**src/cpuPkg.sv**
```systemverilog
package cpuPkg;

    // register file size
    localparam int NUM_REGS   = 16;
    localparam int REG_ADDR_W = 4;

    // *************************************************************************
    // data-processing instruction word, register and immediate views
    // *************************************************************************
    typedef struct packed {
        logic [3:0] cond;
        logic [1:0] opClass;
        logic       immFlag;
        logic [3:0] opcode;
        logic       sFlag;
        logic [3:0] rn;
        logic [3:0] rd;
        logic [7:0] shift;
        logic [3:0] rm;
    } dpRegT;

    typedef struct packed {
        logic [3:0] cond;
        logic [1:0] opClass;
        logic       immFlag;
        logic [3:0] opcode;
        logic       sFlag;
        logic [3:0] rn;
        logic [3:0] rd;
        logic [3:0] rot;
        logic [7:0] imm8;
    } dpImmT;

    typedef union packed {
        dpRegT dpReg;
        dpImmT dpImm;
    } instrT;

    typedef enum logic [2:0] {
        aluAdd, aluSub, aluRsb, aluAnd, aluOrr, aluEor, aluMov, aluMvn
    } aluOpT;

    // ARM encoding order, NV never executes
    typedef enum logic [3:0] {
        condEq, condNe, condCs, condCc, condMi, condPl, condVs, condVc,
        condHi, condLs, condGe, condLt, condGt, condLe, condAl, condNv
    } condT;

endpackage

```
**src/armCore.sv**
```systemverilog
`timescale 1ns/10ps

module armCore (
    input  logic                          CLK,
    input  logic                          rstN,
    input  logic [31:0]                   instr,
    input  logic                          instrValid,
    output logic                          instrReady,
    output logic [cpuPkg::REG_ADDR_W-1:0] wbAddr,
    output logic [31:0]                   wbData,
    output logic                          wbValid,
    input  logic                          wbReady
);

    // decode stage
    logic [cpuPkg::REG_ADDR_W-1:0] ra1D;
    logic [cpuPkg::REG_ADDR_W-1:0] ra2D;
    logic [cpuPkg::REG_ADDR_W-1:0] waD;
    logic [31:0]                   rd1D;
    logic [31:0]                   rd2D;
    logic [31:0]                   extImmD;
    cpuPkg::aluOpT                 aluOpD;
    cpuPkg::condT                  condD;
    logic                          aluSrcD;
    logic                          regWriteD;
    logic                          flagWriteD;
    logic                          isValidOpD;
    logic                          validD;

    // execute stage
    logic                          validE;
    logic [cpuPkg::REG_ADDR_W-1:0] ra1E;
    logic [cpuPkg::REG_ADDR_W-1:0] ra2E;
    logic [cpuPkg::REG_ADDR_W-1:0] waE;
    logic [31:0]                   rd1E;
    logic [31:0]                   rd2E;
    logic [31:0]                   extImmE;
    cpuPkg::aluOpT                 aluOpE;
    cpuPkg::condT                  condE;
    logic                          aluSrcE;
    logic                          regWriteE;
    logic                          flagWriteE;

    logic                          advance;
    logic                          fwd1;
    logic                          fwd2;
    logic                          regWe;

    assign instrReady = advance;
    // a no-op enters E as a bubble
    assign validD     = instrValid && isValidOpD;
    assign regWe      = wbValid && wbReady;

    instrDecoder u_instrDecoder (
        .instr     (instr),
        .ra1       (ra1D),
        .ra2       (ra2D),
        .wa        (waD),
        .extImm    (extImmD),
        .aluOp     (aluOpD),
        .cond      (condD),
        .aluSrc    (aluSrcD),
        .regWrite  (regWriteD),
        .flagWrite (flagWriteD),
        .isValidOp (isValidOpD)
    );

    regFile u_regFile (
        .CLK  (CLK),
        .rstN (rstN),
        .ra1  (ra1D),
        .ra2  (ra2D),
        .wa   (wbAddr),
        .wd   (wbData),
        .we   (regWe),
        .rd1  (rd1D),
        .rd2  (rd2D)
    );

    regDE u_regDE (
        .CLK        (CLK),
        .rstN       (rstN),
        .en         (advance),
        .validD     (validD),
        .ra1D       (ra1D),
        .ra2D       (ra2D),
        .waD        (waD),
        .rd1D       (rd1D),
        .rd2D       (rd2D),
        .extImmD    (extImmD),
        .aluOpD     (aluOpD),
        .condD      (condD),
        .aluSrcD    (aluSrcD),
        .regWriteD  (regWriteD),
        .flagWriteD (flagWriteD),
        .validE     (validE),
        .ra1E       (ra1E),
        .ra2E       (ra2E),
        .waE        (waE),
        .rd1E       (rd1E),
        .rd2E       (rd2E),
        .extImmE    (extImmE),
        .aluOpE     (aluOpE),
        .condE      (condE),
        .aluSrcE    (aluSrcE),
        .regWriteE  (regWriteE),
        .flagWriteE (flagWriteE)
    );

    hazardUnit u_hazardUnit (
        .ra1E    (ra1E),
        .ra2E    (ra2E),
        .wbAddr  (wbAddr),
        .wbValid (wbValid),
        .wbReady (wbReady),
        .advance (advance),
        .fwd1    (fwd1),
        .fwd2    (fwd2)
    );

    executeStage u_executeStage (
        .CLK        (CLK),
        .rstN       (rstN),
        .advance    (advance),
        .validE     (validE),
        .rd1E       (rd1E),
        .rd2E       (rd2E),
        .extImmE    (extImmE),
        .fwd1       (fwd1),
        .fwd2       (fwd2),
        .aluOpE     (aluOpE),
        .condE      (condE),
        .aluSrcE    (aluSrcE),
        .regWriteE  (regWriteE),
        .flagWriteE (flagWriteE),
        .waE        (waE),
        .wbReady    (wbReady),
        .wbAddr     (wbAddr),
        .wbData     (wbData),
        .wbValid    (wbValid)
    );

endmodule

```
**src/executeStage.sv**
```systemverilog
`timescale 1ns/10ps

module executeStage (
    input  logic                          CLK,
    input  logic                          rstN,
    input  logic                          advance,
    input  logic                          validE,
    input  logic [31:0]                   rd1E,
    input  logic [31:0]                   rd2E,
    input  logic [31:0]                   extImmE,
    input  logic                          fwd1,
    input  logic                          fwd2,
    input  cpuPkg::aluOpT                 aluOpE,
    input  cpuPkg::condT                  condE,
    input  logic                          aluSrcE,
    input  logic                          regWriteE,
    input  logic                          flagWriteE,
    input  logic [cpuPkg::REG_ADDR_W-1:0] waE,
    input  logic                          wbReady,
    output logic [cpuPkg::REG_ADDR_W-1:0] wbAddr,
    output logic [31:0]                   wbData,
    output logic                          wbValid
);

    logic [31:0] srcA;
    logic [31:0] regB;
    logic [31:0] srcB;
    logic [31:0] addX;
    logic [31:0] addY;
    logic        carryIn;
    logic [32:0] sum;
    logic [31:0] result;
    logic        isArith;
    logic        condPass;
    logic        flagN;
    logic        flagZ;
    logic        flagC;
    logic        flagV;

    assign srcA = fwd1 ? wbData : rd1E;
    assign regB = fwd2 ? wbData : rd2E;
    assign srcB = aluSrcE ? extImmE : regB;

    // *************************************************************************
    // condition check on NZCV
    // *************************************************************************
    always_comb
    begin
        case (condE)
            cpuPkg::condEq: condPass = flagZ;
            cpuPkg::condNe: condPass = !flagZ;
            cpuPkg::condCs: condPass = flagC;
            cpuPkg::condCc: condPass = !flagC;
            cpuPkg::condMi: condPass = flagN;
            cpuPkg::condPl: condPass = !flagN;
            cpuPkg::condVs: condPass = flagV;
            cpuPkg::condVc: condPass = !flagV;
            cpuPkg::condHi: condPass = flagC && !flagZ;
            cpuPkg::condLs: condPass = !flagC || flagZ;
            cpuPkg::condGe: condPass = (flagN == flagV);
            cpuPkg::condLt: condPass = (flagN != flagV);
            cpuPkg::condGt: condPass = !flagZ && (flagN == flagV);
            cpuPkg::condLe: condPass = flagZ || (flagN != flagV);
            cpuPkg::condAl: condPass = 1'b1;
            default:        condPass = 1'b0;
        endcase
    end

    // *************************************************************************
    // ALU, one adder serves add, sub and rsb
    // *************************************************************************
    always_comb
    begin
        addX    = srcA;
        addY    = srcB;
        carryIn = 1'b0;
        if (aluOpE == cpuPkg::aluSub)
        begin
            addY    = ~srcB;
            carryIn = 1'b1;
        end
        else if (aluOpE == cpuPkg::aluRsb)
        begin
            addX    = srcB;
            addY    = ~srcA;
            carryIn = 1'b1;
        end
    end

    assign sum     = {1'b0, addX} + {1'b0, addY} + {32'h0, carryIn};
    assign isArith = (aluOpE == cpuPkg::aluAdd) || (aluOpE == cpuPkg::aluSub) ||
                     (aluOpE == cpuPkg::aluRsb);

    always_comb
    begin
        case (aluOpE)
            cpuPkg::aluAnd: result = srcA & srcB;
            cpuPkg::aluOrr: result = srcA | srcB;
            cpuPkg::aluEor: result = srcA ^ srcB;
            cpuPkg::aluMov: result = srcB;
            cpuPkg::aluMvn: result = ~srcB;
            default:        result = sum[31:0];
        endcase
    end

    always_ff @(posedge CLK)
    begin
        if (!rstN)
        begin
            flagN <= 1'b0;
            flagZ <= 1'b0;
            flagC <= 1'b0;
            flagV <= 1'b0;
        end
        else if (advance && validE && condPass && flagWriteE)
        begin
            flagN <= result[31];
            flagZ <= (result == 32'h0);
            // logical ops leave C and V alone
            if (isArith)
            begin
                flagC <= sum[32];
                flagV <= (addX[31] == addY[31]) && (sum[31] != addX[31]);
            end
        end
    end

    always_ff @(posedge CLK)
    begin
        if (!rstN)
            wbValid <= 1'b0;
        else if (advance)
            wbValid <= validE && condPass && regWriteE;
    end

    always_ff @(posedge CLK)
    begin
        if (advance)
        begin
            wbAddr <= waE;
            wbData <= result;
        end
    end

    // held output stays put until the consumer takes it
    assert property (@(posedge CLK) disable iff (!rstN)
        (wbValid && !wbReady) |=> (wbValid && $stable(wbData) && $stable(wbAddr)));
    assert property (@(posedge CLK) !rstN |=> !wbValid);

endmodule

```
**src/hazardUnit.sv**
```systemverilog
`timescale 1ns/10ps

module hazardUnit (
    input  logic [cpuPkg::REG_ADDR_W-1:0] ra1E,
    input  logic [cpuPkg::REG_ADDR_W-1:0] ra2E,
    input  logic [cpuPkg::REG_ADDR_W-1:0] wbAddr,
    input  logic                          wbValid,
    input  logic                          wbReady,
    output logic                          advance,
    output logic                          fwd1,
    output logic                          fwd2
);

    // the whole pipeline moves only when the output slot can drain
    assign advance = !wbValid || wbReady;

    // held result not yet in the register file
    assign fwd1 = wbValid && (ra1E == wbAddr);
    assign fwd2 = wbValid && (ra2E == wbAddr);

endmodule

```
**src/instrDecoder.sv**
```systemverilog
`timescale 1ns/10ps

module instrDecoder (
    input  cpuPkg::instrT                  instr,
    output logic [cpuPkg::REG_ADDR_W-1:0]  ra1,
    output logic [cpuPkg::REG_ADDR_W-1:0]  ra2,
    output logic [cpuPkg::REG_ADDR_W-1:0]  wa,
    output logic [31:0]                    extImm,
    output cpuPkg::aluOpT                  aluOp,
    output cpuPkg::condT                   cond,
    output logic                           aluSrc,
    output logic                           regWrite,
    output logic                           flagWrite,
    output logic                           isValidOp
);

    // ARM data-processing opcodes
    localparam logic [3:0] OP_AND = 4'b0000;
    localparam logic [3:0] OP_EOR = 4'b0001;
    localparam logic [3:0] OP_SUB = 4'b0010;
    localparam logic [3:0] OP_RSB = 4'b0011;
    localparam logic [3:0] OP_ADD = 4'b0100;
    localparam logic [3:0] OP_CMP = 4'b1010;
    localparam logic [3:0] OP_ORR = 4'b1100;
    localparam logic [3:0] OP_MOV = 4'b1101;
    localparam logic [3:0] OP_MVN = 4'b1111;

    logic [31:0] immZext;
    logic [4:0]  rotAmt;
    logic [63:0] immRot;
    logic        isCmp;

    assign ra1    = instr.dpReg.rn;
    assign ra2    = instr.dpReg.rm;
    assign wa     = instr.dpReg.rd;
    assign cond   = cpuPkg::condT'(instr.dpReg.cond);
    assign aluSrc = instr.dpImm.immFlag;

    // imm8 rotated right by twice the rot field
    assign immZext = {24'h0, instr.dpImm.imm8};
    assign rotAmt  = {instr.dpImm.rot, 1'b0};
    assign immRot  = {immZext, immZext} >> rotAmt;
    assign extImm  = immRot[31:0];

    always_comb
    begin
        isValidOp = 1'b1;
        isCmp     = 1'b0;
        aluOp     = cpuPkg::aluAdd;
        case (instr.dpReg.opcode)
            OP_AND: aluOp = cpuPkg::aluAnd;
            OP_EOR: aluOp = cpuPkg::aluEor;
            OP_SUB: aluOp = cpuPkg::aluSub;
            OP_RSB: aluOp = cpuPkg::aluRsb;
            OP_ADD: aluOp = cpuPkg::aluAdd;
            OP_ORR: aluOp = cpuPkg::aluOrr;
            OP_MOV: aluOp = cpuPkg::aluMov;
            OP_MVN: aluOp = cpuPkg::aluMvn;
            OP_CMP:
            begin
                aluOp = cpuPkg::aluSub;
                isCmp = 1'b1;
            end
            default: isValidOp = 1'b0;
        endcase
        // anything outside the data-processing class is a no-op
        if (instr.dpReg.opClass != 2'b00)
            isValidOp = 1'b0;
    end

    assign regWrite  = isValidOp && !isCmp;
    assign flagWrite = isValidOp && (isCmp || instr.dpReg.sFlag);

endmodule

```
**src/regDE.sv**
```systemverilog
`timescale 1ns/10ps

module regDE (
    input  logic                          CLK,
    input  logic                          rstN,
    input  logic                          en,
    input  logic                          validD,
    input  logic [cpuPkg::REG_ADDR_W-1:0] ra1D,
    input  logic [cpuPkg::REG_ADDR_W-1:0] ra2D,
    input  logic [cpuPkg::REG_ADDR_W-1:0] waD,
    input  logic [31:0]                   rd1D,
    input  logic [31:0]                   rd2D,
    input  logic [31:0]                   extImmD,
    input  cpuPkg::aluOpT                 aluOpD,
    input  cpuPkg::condT                  condD,
    input  logic                          aluSrcD,
    input  logic                          regWriteD,
    input  logic                          flagWriteD,
    output logic                          validE,
    output logic [cpuPkg::REG_ADDR_W-1:0] ra1E,
    output logic [cpuPkg::REG_ADDR_W-1:0] ra2E,
    output logic [cpuPkg::REG_ADDR_W-1:0] waE,
    output logic [31:0]                   rd1E,
    output logic [31:0]                   rd2E,
    output logic [31:0]                   extImmE,
    output cpuPkg::aluOpT                 aluOpE,
    output cpuPkg::condT                  condE,
    output logic                          aluSrcE,
    output logic                          regWriteE,
    output logic                          flagWriteE
);

    always_ff @(posedge CLK)
    begin
        if (!rstN)
        begin
            validE     <= 1'b0;
            ra1E       <= '0;
            ra2E       <= '0;
            waE        <= '0;
            rd1E       <= '0;
            rd2E       <= '0;
            extImmE    <= '0;
            aluOpE     <= cpuPkg::aluAdd;
            condE      <= cpuPkg::condAl;
            aluSrcE    <= 1'b0;
            regWriteE  <= 1'b0;
            flagWriteE <= 1'b0;
        end
        else if (en)
        begin
            validE     <= validD;
            ra1E       <= ra1D;
            ra2E       <= ra2D;
            waE        <= waD;
            rd1E       <= rd1D;
            rd2E       <= rd2D;
            extImmE    <= extImmD;
            aluOpE     <= aluOpD;
            condE      <= condD;
            aluSrcE    <= aluSrcD;
            regWriteE  <= regWriteD;
            flagWriteE <= flagWriteD;
        end
    end

    // the E slot only fills from an accepted, decodable instruction
    assert property (@(posedge CLK) !rstN |=> !validE);
    assert property (@(posedge CLK) disable iff (!rstN) $rose(validE) |-> $past(en && validD));

endmodule

```
**src/regFile.sv**
```systemverilog
`timescale 1ns/10ps

module regFile (
    input  logic                          CLK,
    input  logic                          rstN,
    input  logic [cpuPkg::REG_ADDR_W-1:0] ra1,
    input  logic [cpuPkg::REG_ADDR_W-1:0] ra2,
    input  logic [cpuPkg::REG_ADDR_W-1:0] wa,
    input  logic [31:0]                   wd,
    input  logic                          we,
    output logic [31:0]                   rd1,
    output logic [31:0]                   rd2
);

    logic [31:0] regs [cpuPkg::NUM_REGS];

    always_ff @(posedge CLK)
    begin
        if (!rstN)
        begin
            for (int i = 0; i < cpuPkg::NUM_REGS; i++)
                regs[i] <= '0;
        end
        else if (we)
        begin
            regs[wa] <= wd;
        end
    end

    // same-cycle write shows up on the read ports
    assign rd1 = (we && (wa == ra1)) ? wd : regs[ra1];
    assign rd2 = (we && (wa == ra2)) ? wd : regs[ra2];

endmodule

```
**config.mk**
```make
export PLATFORM = sky130hd
export DESIGN_NAME = armCore
export DESIGN_NICKNAME = d
export VERILOG_FILES = /design/src/cpuPkg.sv /design/src/armCore.sv /design/src/executeStage.sv /design/src/hazardUnit.sv /design/src/instrDecoder.sv /design/src/regDE.sv /design/src/regFile.sv
export SDC_FILE = /design/constraint.sdc
export NUM_CORES = 2
export LEC_CHECK = 0
export BUFFER_PORTS_ARGS = -buffer_cell sky130_fd_sc_hd__buf_2
export CAP_MARGIN = 20
export CORE_UTILIZATION = 45
export DETAILED_ROUTE_END_ITERATION = 7
export SLEW_MARGIN = 25
export SYNTH_ARGS = -nofsm -noshare
export SYNTH_HDL_FRONTEND = slang
export SYNTH_HIERARCHICAL = 1
export SYNTH_SLANG_ARGS = --single-unit
```
**constraint.sdc**
```tcl
create_clock -name CLK -period 5.61 [get_ports CLK]
set_input_delay 0.561 -clock CLK [delete_from_list [all_inputs] [get_ports CLK]]
set_output_delay 0.561 -clock CLK [all_outputs]
set_load 0.01 [all_outputs]
```
### Yosys cells after proc, flatten, opt, wreduce, memory -nomap -nowiden

Memory sizes are Yosys's and may differ from the RTL's. A register that Yosys moved wholly into a read port is not among the register bits.
Index checks and enable logic that the tools add are counted.
Widths: inputs -> output; s select.

| operators by class | value |
|---|---|
| add/subtract/negate cells | 2 |
| equality and inequality tests | 35 |
| shift operators | 1 |
| muxes and demuxes | 22 |
| bitwise operators | 5 |
| reduce and logical (&&, ||, !) cells | 37 |

Operator list:

| cell | count |
|---|---|
| $mux 32 | 8 |
| $pmux 32 s5 | 1 |
| $not 32->32 | 2 |
| $eq 4x4->1 const B | 11 |
| $shr 40x5->32 | 1 |
| $add 32x32->33 | 1 |
| $add 33x1->33 | 1 |
| $and 32x32->32 | 1 |
| $logic_not 32->1 | 1 |
| $or 32x32->32 | 1 |
| $reduce_or 32->1 | 1 |
| $xor 32x32->32 | 1 |
| $pmux 3 s7 | 1 |
| $eq 4x3->1 const B | 5 |
| $eq 4x2->1 const B | 4 |
| $pmux 1 s15 | 1 |
| $logic_and 1x1->1 | 14 |
| $eq 3x3->1 const B | 4 |
| $mux 1 | 10 |
| $reduce_or 9->1 | 1 |
| $eq 4x1->1 const B | 2 |
| $eq 4x4->1 | 2 |
| $logic_not 1->1 | 8 |
| $logic_not 4->1 | 2 |
| 10 further kinds | 18 |

| word-level totals | value |
|---|---|
| flip-flop bits (word level) | 96 |
| RAM bits | 512 |
| input bits | 36 |
| output and inout port bits | 38 |
| word-level logic and storage cells | 120 |
| memories | 1 |

Memories:

| name | words | bits a word | read ports | clocked after memory_dff | wr ports | line | source |
|---|---|---|---|---|---|---|---|
| u_regFile.regs | 16 | 32 | 2 | 2 | 16 | regFile.sv:15 | `logic [31:0] regs [cpuPkg::NUM_REGS];` |

### Longest topological paths before layout

| logic depth | value |
|---|---|
| word-level depth | 10 |
| mapped depth | 24 |
| depth with buffers taken out | 21 |

### By module

The synthesis kept the hierarchy.

Modules (own cells, without submodules):

| module | times used | cells an instance | area each (um2) | seq. area each (um2) |
|---|---|---|---|---|
| regFile | 1 | 1,768 | 27,333.7 | 15,374.7 |
| executeStage | 1 | 980 | 7,632.3 | 1,181.1 |
| regDE | 1 | 383 | 4,618.2 | 2,382.3 |
| instrDecoder | 1 | 133 | 817.0 | 0.0 |
| hazardUnit | 1 | 13 | 108.9 | 0.0 |
| armCore | 1 | 2 | 12.5 | 0.0 |

### Worst setup path after synthesis

No wires, ideal clock.

| timing path | value |
|---|---|
| path type | reg-to-reg |
| from | register u_executeStage/wbAddr[2] in the netlist's numbering |
| to | register u_executeStage.flagZ |
| library setup time | 0.059 ns |
| data arrival time | 5.260 ns |
| required time | 5.551 ns |
| setup slack | 0.290 ns |
| cell stages (with the launch flop) | 23 |
| path buffers | 2 |
| period minus slack after synthesis | 5.320 ns |
| cell sequence | edfxtp_1 xor2_1 nor4_2 buf_2 buf_6 mux2i_1 o21ai_0 inv_1 a22o_1 a21oi_1 fa_1 inv_1 fa_1 a21o_2 a221o_2 a41oi_4 nand3_2 o211a_2 or4_1 or4b_1 nor4_1 nand4_1 nand2_1 |

| on the way | value |
|---|---|
| word-level cells in the longest chain between the ends | 10 |
| elaborated cells between the ends (all ways) | 20 |
| classes of those cells | 2 x add/sub; 2 x eq/ne; 8 x mux; 5 x bitwise; 3 x reduce/logical |

RTL lines:

| what | line | source |
|---|---|---|
| start: declaration | executeStage.sv:20 | `output logic [cpuPkg::REG_ADDR_W-1:0] wbAddr,` |
| start signal: assignment | executeStage.sv:140 | `wbAddr <= waE;` |
| $eq 4x4->1 (*) | hazardUnit.sv:19 | `assign fwd2 = wbValid && (ra2E == wbAddr);` |
| $logic_and 1x1->1 (*) | hazardUnit.sv:19 |  |
| net fwd2 | armCore.sv:46 | `logic fwd2;` |
| $mux 32 (*) | executeStage.sv:41 | `assign regB = fwd2 ? wbData : rd2E;` |
| $mux 32 (*) | executeStage.sv:42 | `assign srcB = aluSrcE ? extImmE : regB;` |
| $mux 32 or $not 32->32 (tied branches) | executeStage.sv:82, executeStage.sv:79, executeStage.sv:101 |  |
| $mux 32 | executeStage.sv:77 | `if (aluOpE == cpuPkg::aluSub)` |
| $add 32x32->33 | executeStage.sv:90 | `assign sum = {1'b0, addX} + {1'b0, addY} + {32'h0, carryIn};` |
| $add 33x1->33 | executeStage.sv:90 |  |
| $pmux 32 s5 (*) | executeStage.sv:96 | `case (aluOpE)` |
| net u_executeStage.result[12] | executeStage.sv:32 | `logic [31:0] result;` |
| $logic_not 32->1 (*) | executeStage.sv:118 | `flagZ <= (result == 32'h0);` |
| end signal: assignment | executeStage.sv:118 |  |
| end: declaration | executeStage.sv:36 | `logic flagZ;` |

The timed path passes the listed nets; every way through them passes the cells marked *.
A chain may end at the register's enable or synchronous reset.

### Worst setup path in the final report

| timing path | value |
|---|---|
| from | register u_executeStage/wbAddr[1] in the netlist's numbering |
| to | register u_executeStage.flagZ |

Same word-level chain as after synthesis.

==> results.md <==
* Slew Viols, Final at 0
* Startpoint Class: register
* Final nets at 3381
* Critical R2R Capture: u_executeStage/flagZ
* Global Route met2 Usage at 0.464
* Routed WL per cell at 29.2 um
* Drt total wl at 131000 um
* Post-route ant nets at 0
* Chip width at 302 um
* Share of layout cells above drive strength 1 at 0.227
* Clk network pwr share at 0.383
* Reg2Reg Depth at 21
* Cell variety after synth at 90
* Flop2flop setup slack at 0.25 ns
* F_max at 0.186 GHz
* Setup violations, final at 0
* Vias in the first global route at 28900
* Starting DRT DRC Count at 3265
* Maximum vdd drop at 0.000267 V
* PD cells at 301 nW/um^2
* CP endpoint: u_executeStage/flagZ
* First-pass GRT wire length at 192000 um
* Fillers at 7612
* Asr flop ratio synth at 0
* CTS Buf Count at 78
* Total number of vias at 28700
* Clk root buf: clkbuf_16
* Max cap viols at 0
* Worst-Margin Slew at 1.08 ns
* Met1 Usage GRT at 0.386
* Synthesis-to-finish area growth at 10.8%
* Initial antenna violation count at 4
* Die area at 91300 um^2
* Data arrival time of the worst path at 5.94 ns
* Worst skew pair latency at 0.65 ns
* Post-Syn Area at 40500 um^2
* Period utilisation layout at 0.956
* Clock slew at reported path FFs at 0.06 ns
* R2r startpoint: u_executeStage/wbAddr[1]
* Via-per-instance ratio at 6.39
* Total gr overflow at 0
* Initial core utilization at 0.456
* Standard-cell rows at 109
* Synthesized area per cell at 12.4 um^2
* Cells after Synth at 3279
* Most frequent cells in the layout: edfxtp_1 (548), and2_1 (522), mux4_2 (258)
* Clock sink total at 672
* Total net switching power at 0.00398 W
* Global route hottest layer: met2
* Seq pwr share at 0.448
* Logic gate share of total power at 0.169
* Area of placed instances at 42200 um^2
* Core area at 88800 um^2
* DIE HEIGHT at 302 um
* Switching Share at 0.294
* H-tree depth at 3
* Cell area after layout at 44900 um^2
* Crit path required time at 6.19 ns
* Hold Crit Class: in -> reg
* CP Class: reg -> reg
* Drt pass-1 iters at 8
* Internal power at 0.00955 W
* Synth Flop Type: edfxtp_1
* Clock Skews at 0.0392 ns
* GRT Total Usage at 0.288
* Yosys warns at 6
* I/O Pins at 74
* Largest net degree at the start of global routing at 104
* Outcome: finished clean
* Leakage at 17.5 nW
* Post-synthesis sequential area ratio at 0.467
* CP endpoint kind: register
* Final core occ at 0.506
* Final Hold Fails at 0
* CP Max Fanout at 12
* CP startpoint: u_executeStage/wbAddr[1]
* Final setup TNS at 0 ns
* Post-Syn Nets at 3395
* Most common cell after layout, fill and taps aside: edfxtp_1
* Post-synth EDFFs at 548
* Post-DP HPWL at 83600 um
* Placer congestion estimate at 0.907
* CTS max path bufs at 3
* Minimum clock period at 5.36 ns
* RSZ-0062 raised after global routing: no
* Rel. slew slack at 0.279
* Count of input and output buffers at 73
* CTS tree: yes
* Drt drc at 0
* Yosys reg bits at 672
* Met3 Resource Use GR at 0.0532
[worst min-delay path by stage]
stage / endpoint / slack [ns] / cells past startpoint / from
after floorplan: u_executeStage/wbAddr[0] / 0.41 / 0 / u_regDE/waE[0]
after detailed placement: u_executeStage/wbAddr[3] / 0.43 / 0 / u_regDE/waE[3]
after CTS: u_regDE/condE[2] / 0.12 / 3 / instr[30]
after global placement: u_executeStage/wbAddr[1] / 0.42 / 0 / u_regDE/waE[1]
after global routing: u_regDE/condE[2] / 0.12 / 3 / instr[30]
final: u_regDE/condE[2] / 0.15 / 3 / instr[30]
[layer usage]
layer / up-vias / wire length, um
met5: - / 0
met4: 0 / 5050
met3: 299 / 11500
met2: 1496 / 61800
met1: 14600 / 52700
li1: 12300 / -
[logic make-up (layout without fill, tap and decap cells)]
logic type / count (synthesis) / after routing / share of synthesized area
AOI/OAI and AO/OA: 512 / 512 / 0.0855
xor gates and xnor gates: 49 / 49 / 0.0106
adders and majority gates: 80 / 80 / 0.0251
buffers and inverters: 353 / 399 / 0.0432
DFF: 672 / 672 / 0.467
muxes: 557 / 557 / 0.221
other: 0 / 1 / 0
and+or+nand+nor: 1056 / 1056 / 0.147
[synth_stat cells, types with 20 or more instances]
master / number / share of area
and2_1: 521 / 0.080
inv_1: 50 / 0.0046
edfxtp_1: 548 / 0.41
nor2_1: 101 / 0.0094
a22oi_1: 157 / 0.029
mux2_2: 87 / 0.024
buf_1: 20 / 0.0019
xnor2_1: 23 / 0.0050
mux4_2: 258 / 0.14
nor3_1: 22 / 0.0027
clkbuf_1: 189 / 0.018
buf_2: 51 / 0.0063
nand2_1: 175 / 0.016
a21o_1: 21 / 0.0039
nor2b_1: 130 / 0.020
a21oi_1: 91 / 0.011
buf_4: 20 / 0.0037
o21ai_0: 105 / 0.013
ha_1: 78 / 0.024
xor2_1: 26 / 0.0056
dfxtp_1: 124 / 0.061
mux2i_1: 205 / 0.051
[critical path: stages, from the launching register on]
cell,delay (ns)
edfxtp_1,0.44
xnor2_1,0.19
nand2_1,0.11
nor4_4,0.22
buf_4,0.18
buf_6,0.20
mux2_2,0.37
mux2i_2,0.32
a22oi_1,0.15
o21ai_0,0.12
ha_1,0.30
and3_1,0.21
a221o_2,0.40
a41oi_4,0.20
nand3_2,0.08
o211a_2,0.14
or4_1,0.50
or4b_1,0.52
nor4_1,0.28
buf_4,0.18
nand4_1,0.09
nand2_1,0.08
[through the flow]
step / cells / hold slack, ns / setup WS (ns) / power, W
6_report: 4491 / 0.154 / 0.248 / 0.0135
5_1_grt: 4490 / 0.124 / 0.0106 / 0.0140
4_1_cts: 4486 / 0.118 / 0.112 / 0.0135
3_5_place_dp: 4346 / 0.426 / 0.129 / 0.00838
3_3_place_gp: 4346 / 0.422 / 0.100 / 0.00832
2_1_floorplan: 3279 / 0.408 / 0.290 / 0.00742
[repair_timing]
action,4_1_cts,5_1_grt
hold buffers,0,0
setup buffers,0,2
resized for setup,0,12
endpoints found under the setup margin,0,1
[sequential cells by signal, summed over array words and instances (netlist names), 32 cells and up]
signal	cells
u_executeStage/wbData	32
u_regDE/extImmE	32
u_regDE/rd1E	32
u_regDE/rd2E	32
u_regFile/regs	512
[power by group through the flow]
stage               registers (W)  clock network (W)  logic (W)
finish                    0.00606            0.00518    0.00229
global route              0.00609            0.00544    0.00244
CTS                       0.00605            0.00526    0.00224
detailed placement        0.00615                  0    0.00223
global placement          0.00613                  0    0.00219
floorplan                 0.00599                  0    0.00143
[area by class of cell]
type                    instances  area, um^2  share of cell area
diodes                          1        2.50           0.0000557
clock buffers                 104        2240              0.0498
clock inverters                36         363             0.00808
inverters                      52         198             0.00440
multi-input cells            2254       20200               0.449
flip-flops and latches        672       18900               0.422
well taps                    1165        1460              0.0325
repair buffers                207        1530              0.0340
No activity file was read; power rests on OpenSTA's default activity.
